**src/nes_consts.svh**
```systemverilog
// ================================================
// NES loader constants
// Header magic words, cartridge memory map,
// download filetype codes and reset tail length
// ================================================
`ifndef NES_CONSTS_SVH
`define NES_CONSTS_SVH

// First four header bytes, byte 0 in the top byte
`define NES_MAGIC_INES 32'h4E45531A
`define NES_MAGIC_FDS 32'h4644531A

// Cartridge memory map
`define NES_ADDR_W 22
`define NES_ADDR_PRG 22'h000000
`define NES_ADDR_CHR 22'h200000
`define NES_ADDR_FDS_SKIP 22'h010010 // Disk image with a 16 byte header
`define NES_ADDR_BIOS_SKIP 22'h000010
`define NES_ADDR_FDS_RAW 22'h010020 // Disk image without header

// Download index codes
`define NES_FILETYPE_BIOS 8'd2
`define NES_FILETYPE_FDS 8'd3

// Console reset hold after a download, in clk cycles
`define NES_RESET_TAIL 8'd255

`endif

```
**src/nes_pkg.sv**
```systemverilog
// ================================================
// NES loader types
// Header, mapper flags, memory write, pad and FSM
// ================================================
`default_nettype none

`include "nes_consts.svh"

package nes_pkg;

	// 16 byte iNES header, byte 0 in the top bits
	typedef struct packed {
		logic [31:0] magic;
		logic [7:0] prg_pages; // 16 KB units
		logic [7:0] chr_pages; // 8 KB units, 0 means CHR RAM
		logic [7:0] flags6;
		logic [7:0] flags7;
		logic [63:0] ext; // Bytes 8 to 15
	} ines_header_t;

	// Word handed to the mappers
	typedef struct packed {
		logic [6:0] pad;
		logic [7:0] ines2_mapper;
		logic four_screen;
		logic chr_ram;
		logic mirroring;
		logic [2:0] chr_size;
		logic [2:0] prg_size;
		logic [7:0] mapper;
	} mapper_flags_t;

	typedef struct packed {
		logic valid;
		logic [`NES_ADDR_W-1:0] addr;
		logic [7:0] data;
	} mem_wr_t;

	typedef enum logic [1:0] {KIND_INES, KIND_FDS, KIND_OTHER} header_kind_t;

	typedef enum logic [2:0] {LD_HEADER, LD_PRG, LD_CHR, LD_FAIL, LD_RAW} loader_state_t;

	typedef struct packed {
		logic [7:0] raw; // Joystick bits as delivered by the host
	} pad_t;

endpackage

`default_nettype wire

```
**src/ines_header_decode.sv**
```systemverilog
// ================================================
// iNES header decode
// Classifies the file and builds the mapper flags
// ================================================
`default_nettype none

`include "nes_consts.svh"

module ines_header_decode (
	input wire nes_pkg::ines_header_t header,
	input wire invert_mirroring,
	output nes_pkg::header_kind_t kind,
	output logic [`NES_ADDR_W-1:0] prg_bytes,
	output logic [`NES_ADDR_W-1:0] chr_bytes,
	output nes_pkg::mapper_flags_t flags
);

	logic is_nes20;
	logic is_dirty;

	// Log2 style size code, saturating at 7 above 64 pages
	function automatic logic [2:0] size_code(input logic [7:0] pages);
		if (pages <= 8'd1) return 3'd0;
		else if (pages <= 8'd2) return 3'd1;
		else if (pages <= 8'd4) return 3'd2;
		else if (pages <= 8'd8) return 3'd3;
		else if (pages <= 8'd16) return 3'd4;
		else if (pages <= 8'd32) return 3'd5;
		else if (pages <= 8'd64) return 3'd6;
		else return 3'd7;
	endfunction

	always_comb begin
		if (header.magic == `NES_MAGIC_INES)
			kind = nes_pkg::KIND_INES;
		else if (header.magic == `NES_MAGIC_FDS)
			kind = nes_pkg::KIND_FDS;
		else
			kind = nes_pkg::KIND_OTHER;
	end

	assign is_nes20 = (header.flags7[3:2] == 2'b10);
	// Old dumps often carry junk in the tail bytes
	assign is_dirty = !is_nes20 && (header.ext != 64'd0);

	assign prg_bytes = {header.prg_pages, 14'd0};
	assign chr_bytes = {1'b0, header.chr_pages, 13'd0};

	always_comb begin
		flags.pad = 7'd0;
		flags.ines2_mapper = is_nes20 ? header.ext[63:56] : 8'h00; // Byte 8
		flags.four_screen = header.flags6[3];
		flags.chr_ram = (header.chr_pages == 8'd0);
		flags.mirroring = header.flags6[0] ^ invert_mirroring;
		flags.chr_size = size_code(header.chr_pages);
		flags.prg_size = size_code(header.prg_pages);
		flags.mapper = {is_dirty ? 4'h0 : header.flags7[7:4], header.flags6[7:4]};
	end

endmodule

`default_nettype wire

```
**src/game_loader.sv**
```systemverilog
// ================================================
// Game loader
// Parses the download stream, places each byte in
// cartridge memory and latches the mapper flags
// ================================================
`default_nettype none

`include "nes_consts.svh"

module game_loader (
	input wire clk,
	input wire reset,
	input wire loader_reset,
	input wire downloading,
	input wire [7:0] filetype,
	input wire [7:0] dl_byte,
	input wire dl_strobe,
	input wire invert_mirroring,
	output nes_pkg::mem_wr_t loader_wr,
	output nes_pkg::mapper_flags_t mapper_flags,
	output logic done,
	output logic fail
);

	nes_pkg::loader_state_t state;
	nes_pkg::ines_header_t hdr;
	nes_pkg::header_kind_t kind;
	nes_pkg::mapper_flags_t dec_flags;
	logic [`NES_ADDR_W-1:0] prg_bytes;
	logic [`NES_ADDR_W-1:0] chr_bytes;
	logic [`NES_ADDR_W-1:0] addr;
	logic [`NES_ADDR_W-1:0] bytes_left;
	logic [3:0] byte_cnt;
	logic [3:0] hdr_sel;
	logic rom_phase;
	logic stream_phase;

	ines_header_decode decode0 (
		.header(hdr),
		.invert_mirroring(invert_mirroring),
		.kind(kind),
		.prg_bytes(prg_bytes),
		.chr_bytes(chr_bytes),
		.flags(dec_flags)
	);

	assign hdr_sel = 4'd15 - byte_cnt; // Byte 0 lands in the top of the struct

	assign rom_phase = (state == nes_pkg::LD_PRG || state == nes_pkg::LD_CHR) && bytes_left != '0;
	assign stream_phase = downloading && (state == nes_pkg::LD_HEADER || state == nes_pkg::LD_RAW);

	assign loader_wr.valid = dl_strobe && (rom_phase || stream_phase);
	assign loader_wr.addr = addr;
	assign loader_wr.data = dl_byte;

	always_ff @(posedge clk) begin
		if (reset || loader_reset) begin
			state <= nes_pkg::LD_HEADER;
			done <= 1'b0;
			byte_cnt <= 4'd0;
			// Disk images with a header start 16 bytes early so the payload lands at the skip base
			addr <= (filetype == `NES_FILETYPE_FDS) ? `NES_ADDR_FDS_SKIP - 22'h10 : 22'h0;
			if (reset)
				fail <= 1'b0; // A failed load stays visible until the next header
		end else begin
			case (state)
				nes_pkg::LD_HEADER: if (dl_strobe) begin
					fail <= 1'b0;
					byte_cnt <= byte_cnt + 4'd1;
					addr <= addr + 1'b1;
					hdr[{hdr_sel, 3'b000} +: 8] <= dl_byte;
					if (byte_cnt == 4'd15) begin
						if (kind == nes_pkg::KIND_INES && !hdr.flags6[2]) begin // No trainer support
							state <= nes_pkg::LD_PRG;
							addr <= `NES_ADDR_PRG;
							bytes_left <= prg_bytes;
						end else if (kind == nes_pkg::KIND_FDS) begin
							state <= nes_pkg::LD_RAW;
							addr <= `NES_ADDR_FDS_SKIP;
						end else if (filetype == `NES_FILETYPE_BIOS) begin
							state <= nes_pkg::LD_RAW;
							addr <= `NES_ADDR_BIOS_SKIP;
						end else if (filetype == `NES_FILETYPE_FDS) begin
							state <= nes_pkg::LD_RAW;
							addr <= `NES_ADDR_FDS_RAW;
						end else begin
							state <= nes_pkg::LD_FAIL;
						end
					end
				end
				nes_pkg::LD_PRG, nes_pkg::LD_CHR: begin
					if (bytes_left != '0) begin
						if (dl_strobe) begin
							bytes_left <= bytes_left - 1'b1;
							addr <= addr + 1'b1;
						end
					end else if (state == nes_pkg::LD_PRG) begin
						state <= nes_pkg::LD_CHR;
						addr <= `NES_ADDR_CHR;
						bytes_left <= chr_bytes;
					end else begin
						done <= 1'b1;
					end
				end
				nes_pkg::LD_RAW: begin
					if (downloading) begin
						if (dl_strobe)
							addr <= addr + 1'b1;
					end else begin
						// Stand-in header so the FDS mapper gets sane flags
						hdr.prg_pages <= 8'hFF;
						hdr.chr_pages <= 8'h00;
						hdr.flags6 <= 8'h40;
						hdr.flags7 <= 8'h10;
						hdr.ext <= 64'd0;
						done <= 1'b1;
					end
				end
				default: begin // LD_FAIL
					done <= 1'b1;
					fail <= 1'b1;
				end
			endcase
		end
	end

	// Flags survive the loader reset that follows each download
	always_ff @(posedge clk) begin
		if (reset)
			mapper_flags <= '0;
		else if (done)
			mapper_flags <= dec_flags;
	end

endmodule

`default_nettype wire

```
**src/mem_write_stager.sv**
```systemverilog
// ================================================
// Memory write stager
// Holds one loader write and issues it in the
// next console clock-enable slot
// ================================================
`default_nettype none

module mem_write_stager (
	input wire clk,
	input wire reset,
	input wire nes_pkg::mem_wr_t loader_wr,
	input wire [1:0] ce_phase,
	output nes_pkg::mem_wr_t mem_wr
);

	logic pending;
	logic slot;
	logic [21:0] addr_q;
	logic [7:0] data_q;

	assign slot = (ce_phase == 2'd3);

	always_ff @(posedge clk) begin
		if (reset) begin
			pending <= 1'b0;
		end else if (loader_wr.valid) begin
			pending <= 1'b1; // Newer write replaces anything still waiting
		end else if (slot) begin
			pending <= 1'b0;
		end
	end

	always_ff @(posedge clk) begin
		if (loader_wr.valid) begin
			addr_q <= loader_wr.addr;
			data_q <= loader_wr.data;
		end
	end

	// Single cycle strobe inside the slot
	assign mem_wr.valid = pending && slot;
	assign mem_wr.addr = addr_q;
	assign mem_wr.data = data_q;

endmodule

`default_nettype wire

```
**src/reset_sequencer.sv**
```systemverilog
// ================================================
// Reset sequencer
// Console reset causes, loader release window and
// the one-in-four clock-enable counter
// ================================================
`default_nettype none

`include "nes_consts.svh"

module reset_sequencer (
	input wire clk,
	input wire reset,
	input wire downloading,
	input wire loader_fail,
	output logic [1:0] ce_phase,
	output logic run_ce,
	output logic loader_reset,
	output logic nes_reset
);

	logic init_reset;
	logic [7:0] tail_cnt;
	logic tail_active;

	// Console stays parked until a game has been sent at least once
	always_ff @(posedge clk) begin
		if (reset)
			init_reset <= 1'b1;
		else if (downloading)
			init_reset <= 1'b0;
	end

	always_ff @(posedge clk) begin
		if (reset)
			tail_cnt <= 8'd0;
		else if (downloading)
			tail_cnt <= `NES_RESET_TAIL;
		else if (tail_active)
			tail_cnt <= tail_cnt - 8'd1;
	end

	always_ff @(posedge clk) begin
		if (reset)
			ce_phase <= 2'd0;
		else
			ce_phase <= ce_phase + 2'd1;
	end

	assign tail_active = (tail_cnt != 8'd0);
	assign run_ce = (ce_phase == 2'd3); // Keeps running through reset so the core can settle
	assign loader_reset = !tail_active;
	assign nes_reset = init_reset || tail_active || loader_fail;

endmodule

`default_nettype wire

```
**src/joypad_serializer.sv**
```systemverilog
// ================================================
// Joypad serializer
// Latches pads and multitap signature per port and
// shifts them out on the port clocks
// ================================================
`default_nettype none

module joypad_serializer (
	input wire clk,
	input wire nes_reset,
	input wire multitap_en,
	input wire joy_swap,
	input wire nes_pkg::pad_t joy_a,
	input wire nes_pkg::pad_t joy_b,
	input wire nes_pkg::pad_t joy_c,
	input wire nes_pkg::pad_t joy_d,
	input wire joypad_strobe,
	input wire [1:0] joypad_clock,
	output logic [1:0] joypad_data
);

	logic [7:0] pad_a;
	logic [7:0] pad_b;
	logic [7:0] pad_c;
	logic [7:0] pad_d;
	logic [23:0] latch_val [2];
	logic [23:0] port_q [2];
	logic [1:0] last_clock;

	// Host button order to console shift order, blanked during reset
	function automatic logic [7:0] reorder(input nes_pkg::pad_t pad, input logic blank);
		logic [7:0] r;
		r = pad.raw;
		if (blank)
			return 8'd0;
		return {r[0], r[1], r[2], r[3], r[7], r[6], r[5], r[4]};
	endfunction

	assign pad_a = reorder(joy_a, nes_reset);
	assign pad_b = reorder(joy_b, nes_reset);
	assign pad_c = reorder(joy_c, nes_reset);
	assign pad_d = reorder(joy_d, nes_reset);

	// Upper 16 bits carry the four-score block when the tap is on
	assign latch_val[0] = {multitap_en ? {8'h08, pad_c} : 16'h0000, joy_swap ? pad_b : pad_a};
	assign latch_val[1] = {multitap_en ? {8'h04, pad_d} : 16'h0000, joy_swap ? pad_a : pad_b};

	always_ff @(posedge clk) begin
		if (nes_reset) begin
			port_q[0] <= 24'd0;
			port_q[1] <= 24'd0;
			last_clock <= 2'b00;
		end else begin
			for (int n = 0; n < 2; n++) begin
				if (joypad_strobe)
					port_q[n] <= latch_val[n];
				if (!joypad_clock[n] && last_clock[n]) // Falling edge wins over the latch
					port_q[n] <= {1'b0, port_q[n][23:1]};
			end
			last_clock <= joypad_clock;
		end
	end

	assign joypad_data = {port_q[1][0], port_q[0][0]};

endmodule

`default_nettype wire

```
**src/nes_loader_top.sv**
```systemverilog
// ================================================
// NES loader top
// Cartridge download path, console reset control
// and controller port serializer
// ================================================
`default_nettype none

module nes_loader_top (
	input wire clk,
	input wire reset,
	input wire downloading,
	input wire [7:0] filetype,
	input wire [7:0] dl_byte,
	input wire dl_strobe,
	input wire invert_mirroring,
	input wire multitap_en,
	input wire joy_swap,
	input wire nes_pkg::pad_t joy_a,
	input wire nes_pkg::pad_t joy_b,
	input wire nes_pkg::pad_t joy_c,
	input wire nes_pkg::pad_t joy_d,
	input wire joypad_strobe,
	input wire [1:0] joypad_clock,
	output nes_pkg::mem_wr_t mem_wr,
	output nes_pkg::mapper_flags_t mapper_flags,
	output logic loader_done,
	output logic loader_fail,
	output logic nes_reset,
	output logic run_ce,
	output logic [1:0] joypad_data
);

	logic [1:0] ce_phase;
	logic loader_reset;
	nes_pkg::mem_wr_t loader_wr;

	reset_sequencer rst_seq0 (
		.clk(clk),
		.reset(reset),
		.downloading(downloading),
		.loader_fail(loader_fail),
		.ce_phase(ce_phase),
		.run_ce(run_ce),
		.loader_reset(loader_reset),
		.nes_reset(nes_reset)
	);

	game_loader loader0 (
		.clk(clk),
		.reset(reset),
		.loader_reset(loader_reset),
		.downloading(downloading),
		.filetype(filetype),
		.dl_byte(dl_byte),
		.dl_strobe(dl_strobe),
		.invert_mirroring(invert_mirroring),
		.loader_wr(loader_wr),
		.mapper_flags(mapper_flags),
		.done(loader_done),
		.fail(loader_fail)
	);

	// Loader writes go out on the console's memory slot
	mem_write_stager stager0 (
		.clk(clk),
		.reset(reset),
		.loader_wr(loader_wr),
		.ce_phase(ce_phase),
		.mem_wr(mem_wr)
	);

	joypad_serializer joy0 (
		.clk(clk),
		.nes_reset(nes_reset),
		.multitap_en(multitap_en),
		.joy_swap(joy_swap),
		.joy_a(joy_a),
		.joy_b(joy_b),
		.joy_c(joy_c),
		.joy_d(joy_d),
		.joypad_strobe(joypad_strobe),
		.joypad_clock(joypad_clock),
		.joypad_data(joypad_data)
	);

endmodule

`default_nettype wire

```
**config.mk**
```make
export PLATFORM = sky130hd
export DESIGN_NAME = nes_loader_top
export DESIGN_NICKNAME = d
export VERILOG_FILES = /design/src/nes_pkg.sv /design/src/ines_header_decode.sv /design/src/game_loader.sv /design/src/mem_write_stager.sv /design/src/reset_sequencer.sv /design/src/joypad_serializer.sv /design/src/nes_loader_top.sv
export VERILOG_INCLUDE_DIRS = /design/src
export SDC_FILE = /design/constraint.sdc
export NUM_CORES = 1
export LEC_CHECK = 0
export BUFFER_PORTS_ARGS = -buffer_cell sky130_fd_sc_hd__buf_2
export CORE_UTILIZATION = 49
export CTS_CLUSTER_DIAMETER = 200
export CTS_CLUSTER_SIZE = 14
export DETAILED_ROUTE_END_ITERATION = 10
export PLACE_DENSITY = 0.67
export SYNTH_ARGS = -nofsm -noshare
export SYNTH_HDL_FRONTEND = slang
export SYNTH_SLANG_ARGS = --single-unit
```
**constraint.sdc**
```tcl
create_clock -name clk -period 15.25 [get_ports clk]
set_input_delay 0.7625 -clock clk [delete_from_list [all_inputs] [get_ports clk]]
set_output_delay 0.7625 -clock clk [all_outputs]
set_load 0.03 [all_outputs]
```
Yosys cells after proc, flatten, opt, wreduce, memory -nomap -nowiden --
Memories as Yosys holds them, arrays and structs flattened. Cells that the tools add are included.
Cells by class: add/subtract/negate cells 7, equal/unequal tests 25, bitwise gates (word level) 7, multiplexer cells 87, order comparisons 14, shift-type cells 2, reductions and logical operators 40
Operators with widths (count):
- 22-bit 2-to-1 mux | 17
- 96-bit 2-to-1 mux | 2
- 96-bit case mux with 2 select lines | 1
- 128-bit bitwise mux | 1
- 8-bit by 9-bit variable shift with 128-bit output, first input constant | 1
- 8-bit by 9-bit indexed part select with 128-bit output | 1
- 23-bit 2-to-1 mux | 4
- 8-bit 2-to-1 mux | 10
- 22-bit case mux with 3 select lines | 1
- 32-bit by 31-bit equality test with 1-bit output, second input constant | 2
- 64-bit nonzero test | 1
- 3-bit 2-to-1 mux | 16
- 22-bit case mux with 2 select lines | 1
- 22-bit by 1-bit adder with 22-bit output, second input constant | 1
- 22-bit nonzero test | 1
- 22-bit by 1-bit subtractor with 22-bit output, second input constant | 1
- 1-bit 2-to-1 mux | 21
- 17-bit 2-to-1 mux | 1
- 8-bit by 2-bit equality test with 1-bit output, second input constant | 2
- 8-bit by 1-bit <= comparator with 1-bit output, second input constant | 2
- 8-bit by 2-bit <= comparator with 1-bit output, second input constant | 2
- 8-bit by 3-bit <= comparator with 1-bit output, second input constant | 2
- 8-bit by 4-bit <= comparator with 1-bit output, second input constant | 2
- 8-bit by 5-bit <= comparator with 1-bit output, second input constant | 2
- 44 further kinds | 87
Storage, ports and cells: memories 1, memory bits (writable) 46, input port bits 58, register bits after elaboration 250
Memories:
- joy0.port_q | words 2, width 23, read ports 2, clocked after memory_dff 0, wr ports 2, RTL line joypad_serializer.sv:27 | logic [23:0] port_q [2];

Logic depth before layout (Yosys ltp) --
word-level depth 10, depth in mapped cells 10, mapped depth without buffers 8

Cells and area by module --
A second synthesis with hierarchy kept.
Unflattened totals: cells, all modules 1400, area total of the unflattened synthesis 15324.7 µm²
Modules (own cells, without submodules):
- game_loader | sequential area each 5995.8 µm², area each 10969.3 µm², times used 1, cells each 1036
- joypad_serializer | sequential area each 1211.2 µm², area each 1833.0 µm², times used 1, cells each 119
- ines_header_decode | sequential area each 0.0 µm², area each 1051.0 µm², times used 1, cells each 152
- mem_write_stager | sequential area each 920.9 µm², area each 945.9 µm², times used 1, cells each 34
- reset_sequencer | sequential area each 220.2 µm², area each 525.5 µm², times used 1, cells each 59

Least setup slack after synthesis --
Ideal clock, no wire load.
path type input to register, start input port dl_strobe, end register loader0.hdr[0] (netlist name), enable pin, stages on the path 4, setup time 773 ps, arrival 10088 ps, setup slack 4388 ps, path through buf_2 clkbuf_1 mux2i_1 nor4_1
On the way: longest elaborated chain between the ends 2
Ends and longest elaborated chain:
- start: declaration | RTL line nes_loader_top.sv:14 | input wire dl_strobe,
- 2-bit != test (no source line)
- 4-bit AND reduction (no source line)
- end signal: indexed assignment | RTL line game_loader.sv:71 | hdr[{hdr_sel, 3'b000} +: 8] <= dl_byte;
- end: declaration | RTL line game_loader.sv:26 | nes_pkg::ines_header_t hdr;
Every way passes these cells. A chain may end at the register's enable or synchronous reset.

==> reports/qor.txt <==
number of global-route vias before repair - 9292
Initial Utilization - 0.500
count of cells resized by post-cts repair - 0
worst-margin pin slew - 1.18 ns
Post-DRT Antenna Nets - 0
post-detail-place hpwl - 20500 um
number of antenna violations at the first check in global routing - 1
sum of negative setup slack - 0 ns
clock tree from TritonCTS - built
#FFs+latches synth - 286
post-synth cell types - 73
core area - 0.0279 mm2
synthesized cell area - 0.0139 mm2
clock latency at the later pin of the worst-skew pair - 0.54 ns
Die X - 171 um
count of flip-flops with a built-in enable after synthesis - 239
data required time at the worst endpoint - 15.67 ns
post-route clock skew - 0.0158 ns
detailed-route wire length - 30800 um
number of iterations in the first detailed-routing pass - 5
Overall Power - 1.59 mW
clock slew seen by the registers of the worst setup and hold paths - 0.07 ns
Main synth FF type - sky130_fd_sc_hd__edfxtp_1
final setup violation count - 0
clock tree buffer depth - 3
ratio of final minimum period to clock period - 0.226
Critical Path Fanout Max - 31
portion of the post-synthesis area used by sequential elements - 0.582
number of hold violations in the final report - 0
routability congestion estimate - 0.824
Hold Path Class - reg -> reg
Layout area overhead - 10.8%
number of fill cells in the layout - 2400
mean cell area of the mapped netlist - 11.1 um2
number of clock sinks - 286
post-route worst hold slack - 0.412 ns
RSZ-0062 raised after global routing - no
final routed DRC violation total - 0
Boundary Pins - 127
Final nets - 1400
mean number of vias per cell - 5.70
area of the multi-input gates - 0.00542 mm2
layout cell share with drive strength beyond 1 - 0.136
count of input and output buffers - 119
VDD IR max - 0.0781 mV
maximum number of pins on one net before global-route repair - 84
number of max-capacitance violations reported - 0
mean routed wirelength per cell - 17.8 um
first-pass GRT wire length - 49700 um
P per Cell Area - 103 mW/mm2
H-tree Lvls - 1
Critical Setup Path Class - reg -> reg
CTS Buf Count - 24
max-slew headroom at the worst pin - 0.212
fin. max-slew vios - 0
minimum period implied by the final worst setup slack - 3.45 ns
Die Ht - 171 um
total grt overflow - 0
total of hold buffers inserted after clock tree synthesis - 0
Die ar. - 0.0291 mm2
arrival time at the worst endpoint - 3.86 ns
DP Worst Slack - 11.50 ns
number of antenna diodes - 0
global router's overall resource usage - 0.215
Critical Path End Type - flip-flop
type of element launching the critical path - flip-flop
Static Leak - 5.57 nW
cell chosen for the clock root - sky130_fd_sc_hd__clkbuf_16
number of setup buffers added after CTS - 0
number of warnings reported in the yosys synthesis log - 0
run status - finished clean
std cell rows - 61
number of cells produced by synthesis - 1256
vias after detailed routing - 9850
worst path setup slack after routing - 11.80 ns
share of async-settable or async-resettable flops after synthesis - 0
Post-Route Utilization - 0.554
area occupied by registers - 0.00812 mm2
drt first-iter violations - 804
Fmax achieved - 290 MHz
==> report_power, final <==
group          leakage [nW]  internal (mW)  total [mW]  switching (mW)
Clock                 0.334          0.307       0.578           0.271
Combinational          2.51         0.0361       0.112          0.0758
Sequential             2.73          0.876       0.897          0.0216
==> cell usage after synthesis (30+ instances only) <==
cell	count	area, um2
sky130_fd_sc_hd__nand3_1	43	215
sky130_fd_sc_hd__nand2b_1	30	188
sky130_fd_sc_hd__a21oi_1	80	400
sky130_fd_sc_hd__edfxtp_1	239	7180
sky130_fd_sc_hd__or3_1	30	188
sky130_fd_sc_hd__nor4_1	34	213
sky130_fd_sc_hd__dfxtp_1	47	941
sky130_fd_sc_hd__nor2_1	164	616
sky130_fd_sc_hd__o21ai_0	37	185
sky130_fd_sc_hd__mux2i_1	90	901
sky130_fd_sc_hd__and2_1	30	188
sky130_fd_sc_hd__clkbuf_1	56	210
sky130_fd_sc_hd__nand2_1	86	323
==> final timing paths <==
| kind | cells past startpoint | slack (ns) | start | end |
|---|---|---|---|---|
| min | 1 | 0.41 | rst_seq0.ce_phase[0] | rst_seq0.ce_phase[0] |
| min reg2reg | 1 | 0.41 | rst_seq0.ce_phase[0] | rst_seq0.ce_phase[0] |
| max reg2reg | 6 | 11.80 | loader0.bytes_left[4] | stager0.pending |
| max | 6 | 11.80 | loader0.bytes_left[4] | stager0.pending |
==> worst max-delay path, stage by stage (launching register included) <==
cell and delay, ns:
sky130_fd_sc_hd__edfxtp_1 0.45, sky130_fd_sc_hd__or4_4 0.57, sky130_fd_sc_hd__nor4b_4 0.48, sky130_fd_sc_hd__nand3_1 0.53
sky130_fd_sc_hd__nand2b_1 0.63, sky130_fd_sc_hd__a21boi_4 0.38, sky130_fd_sc_hd__o21ba_1 0.28
==> state kept, by name (all words and copies together) (netlist names), 2 cells and up <==
name	flops
loader0.state	3
loader0.byte_cnt	4
loader0.addr	22
loader0.hdr	125
rst_seq0.tail_cnt	8
stager0.addr_q	22
joy0.port_q	39
stager0.data_q	8
loader0.bytes_left	22
rst_seq0.ce_phase	2
loader0.mapper_flags	25
joy0.last_clock	2
==> layer usage <==
metal  up-vias  track usage  share of wire
met5         -            0        0.00042
met4         2       0.0650          0.025
met3        58       0.0347          0.058
met2       300        0.335           0.45
met1      4713        0.308           0.47
li1       4777            -              -
==> logic make-up after synthesis <==
| logic type | share of synthesized area |
|---|---|
| other cells | 0.000269 |
| flops | 0.582 |
| simple gates | 0.194 |
| buf+inv | 0.0320 |
| mux | 0.0662 |
| fa+ha+maj | 0.00808 |
| compound gates | 0.0964 |
| xor+xnor | 0.0207 |
==> final cells by class <==
type | instances | area share
sequential | 286 | 0.526
multi-input combinational | 876 | 0.351
clock buffer | 43 | 0.0449
timing repair buffer | 128 | 0.0429
tap | 378 | 0.0306
inverter | 17 | 0.00413
clock inverter | 1 | 0.000567
==> metrics by stage <==
step / instance area (um2) / std cells
floorplan: 14000 / 1262
global placement: 14700 / 1685
detailed placement: 14700 / 1685
CTS: 15400 / 1729
global route: 15400 / 1729
finish: 15400 / 1729
==> cells in the final DEF, fill, tap and decap left out, types with 6 or more instances in the layout <==
cell type,count
sky130_fd_sc_hd__nor2_1,164
sky130_fd_sc_hd__or4_1,6
sky130_fd_sc_hd__ha_1,9
sky130_fd_sc_hd__nand3_1,43
sky130_fd_sc_hd__a211oi_1,10
sky130_fd_sc_hd__nor3_1,15
sky130_fd_sc_hd__mux2i_1,90
sky130_fd_sc_hd__xnor2_1,18
sky130_fd_sc_hd__clkbuf_16,25
sky130_fd_sc_hd__o21ai_0,37
sky130_fd_sc_hd__o211ai_1,13
sky130_fd_sc_hd__nor2b_1,15
sky130_fd_sc_hd__nor4_1,33
sky130_fd_sc_hd__buf_2,119
sky130_fd_sc_hd__nand4_1,11
sky130_fd_sc_hd__and3_1,15
sky130_fd_sc_hd__inv_1,16
sky130_fd_sc_hd__o31ai_1,10
sky130_fd_sc_hd__or3_1,30
sky130_fd_sc_hd__clkbuf_1,18
sky130_fd_sc_hd__nand2_1,86
sky130_fd_sc_hd__conb_1,7
sky130_fd_sc_hd__a22o_1,14
sky130_fd_sc_hd__o21ai_1,13
sky130_fd_sc_hd__buf_4,9
sky130_fd_sc_hd__nand2b_1,30
sky130_fd_sc_hd__and2_1,30
sky130_fd_sc_hd__edfxtp_1,239
sky130_fd_sc_hd__xor2_1,15
sky130_fd_sc_hd__dfxtp_1,47
sky130_fd_sc_hd__a21oi_1,80
Power figures use the tool's default switching activity.
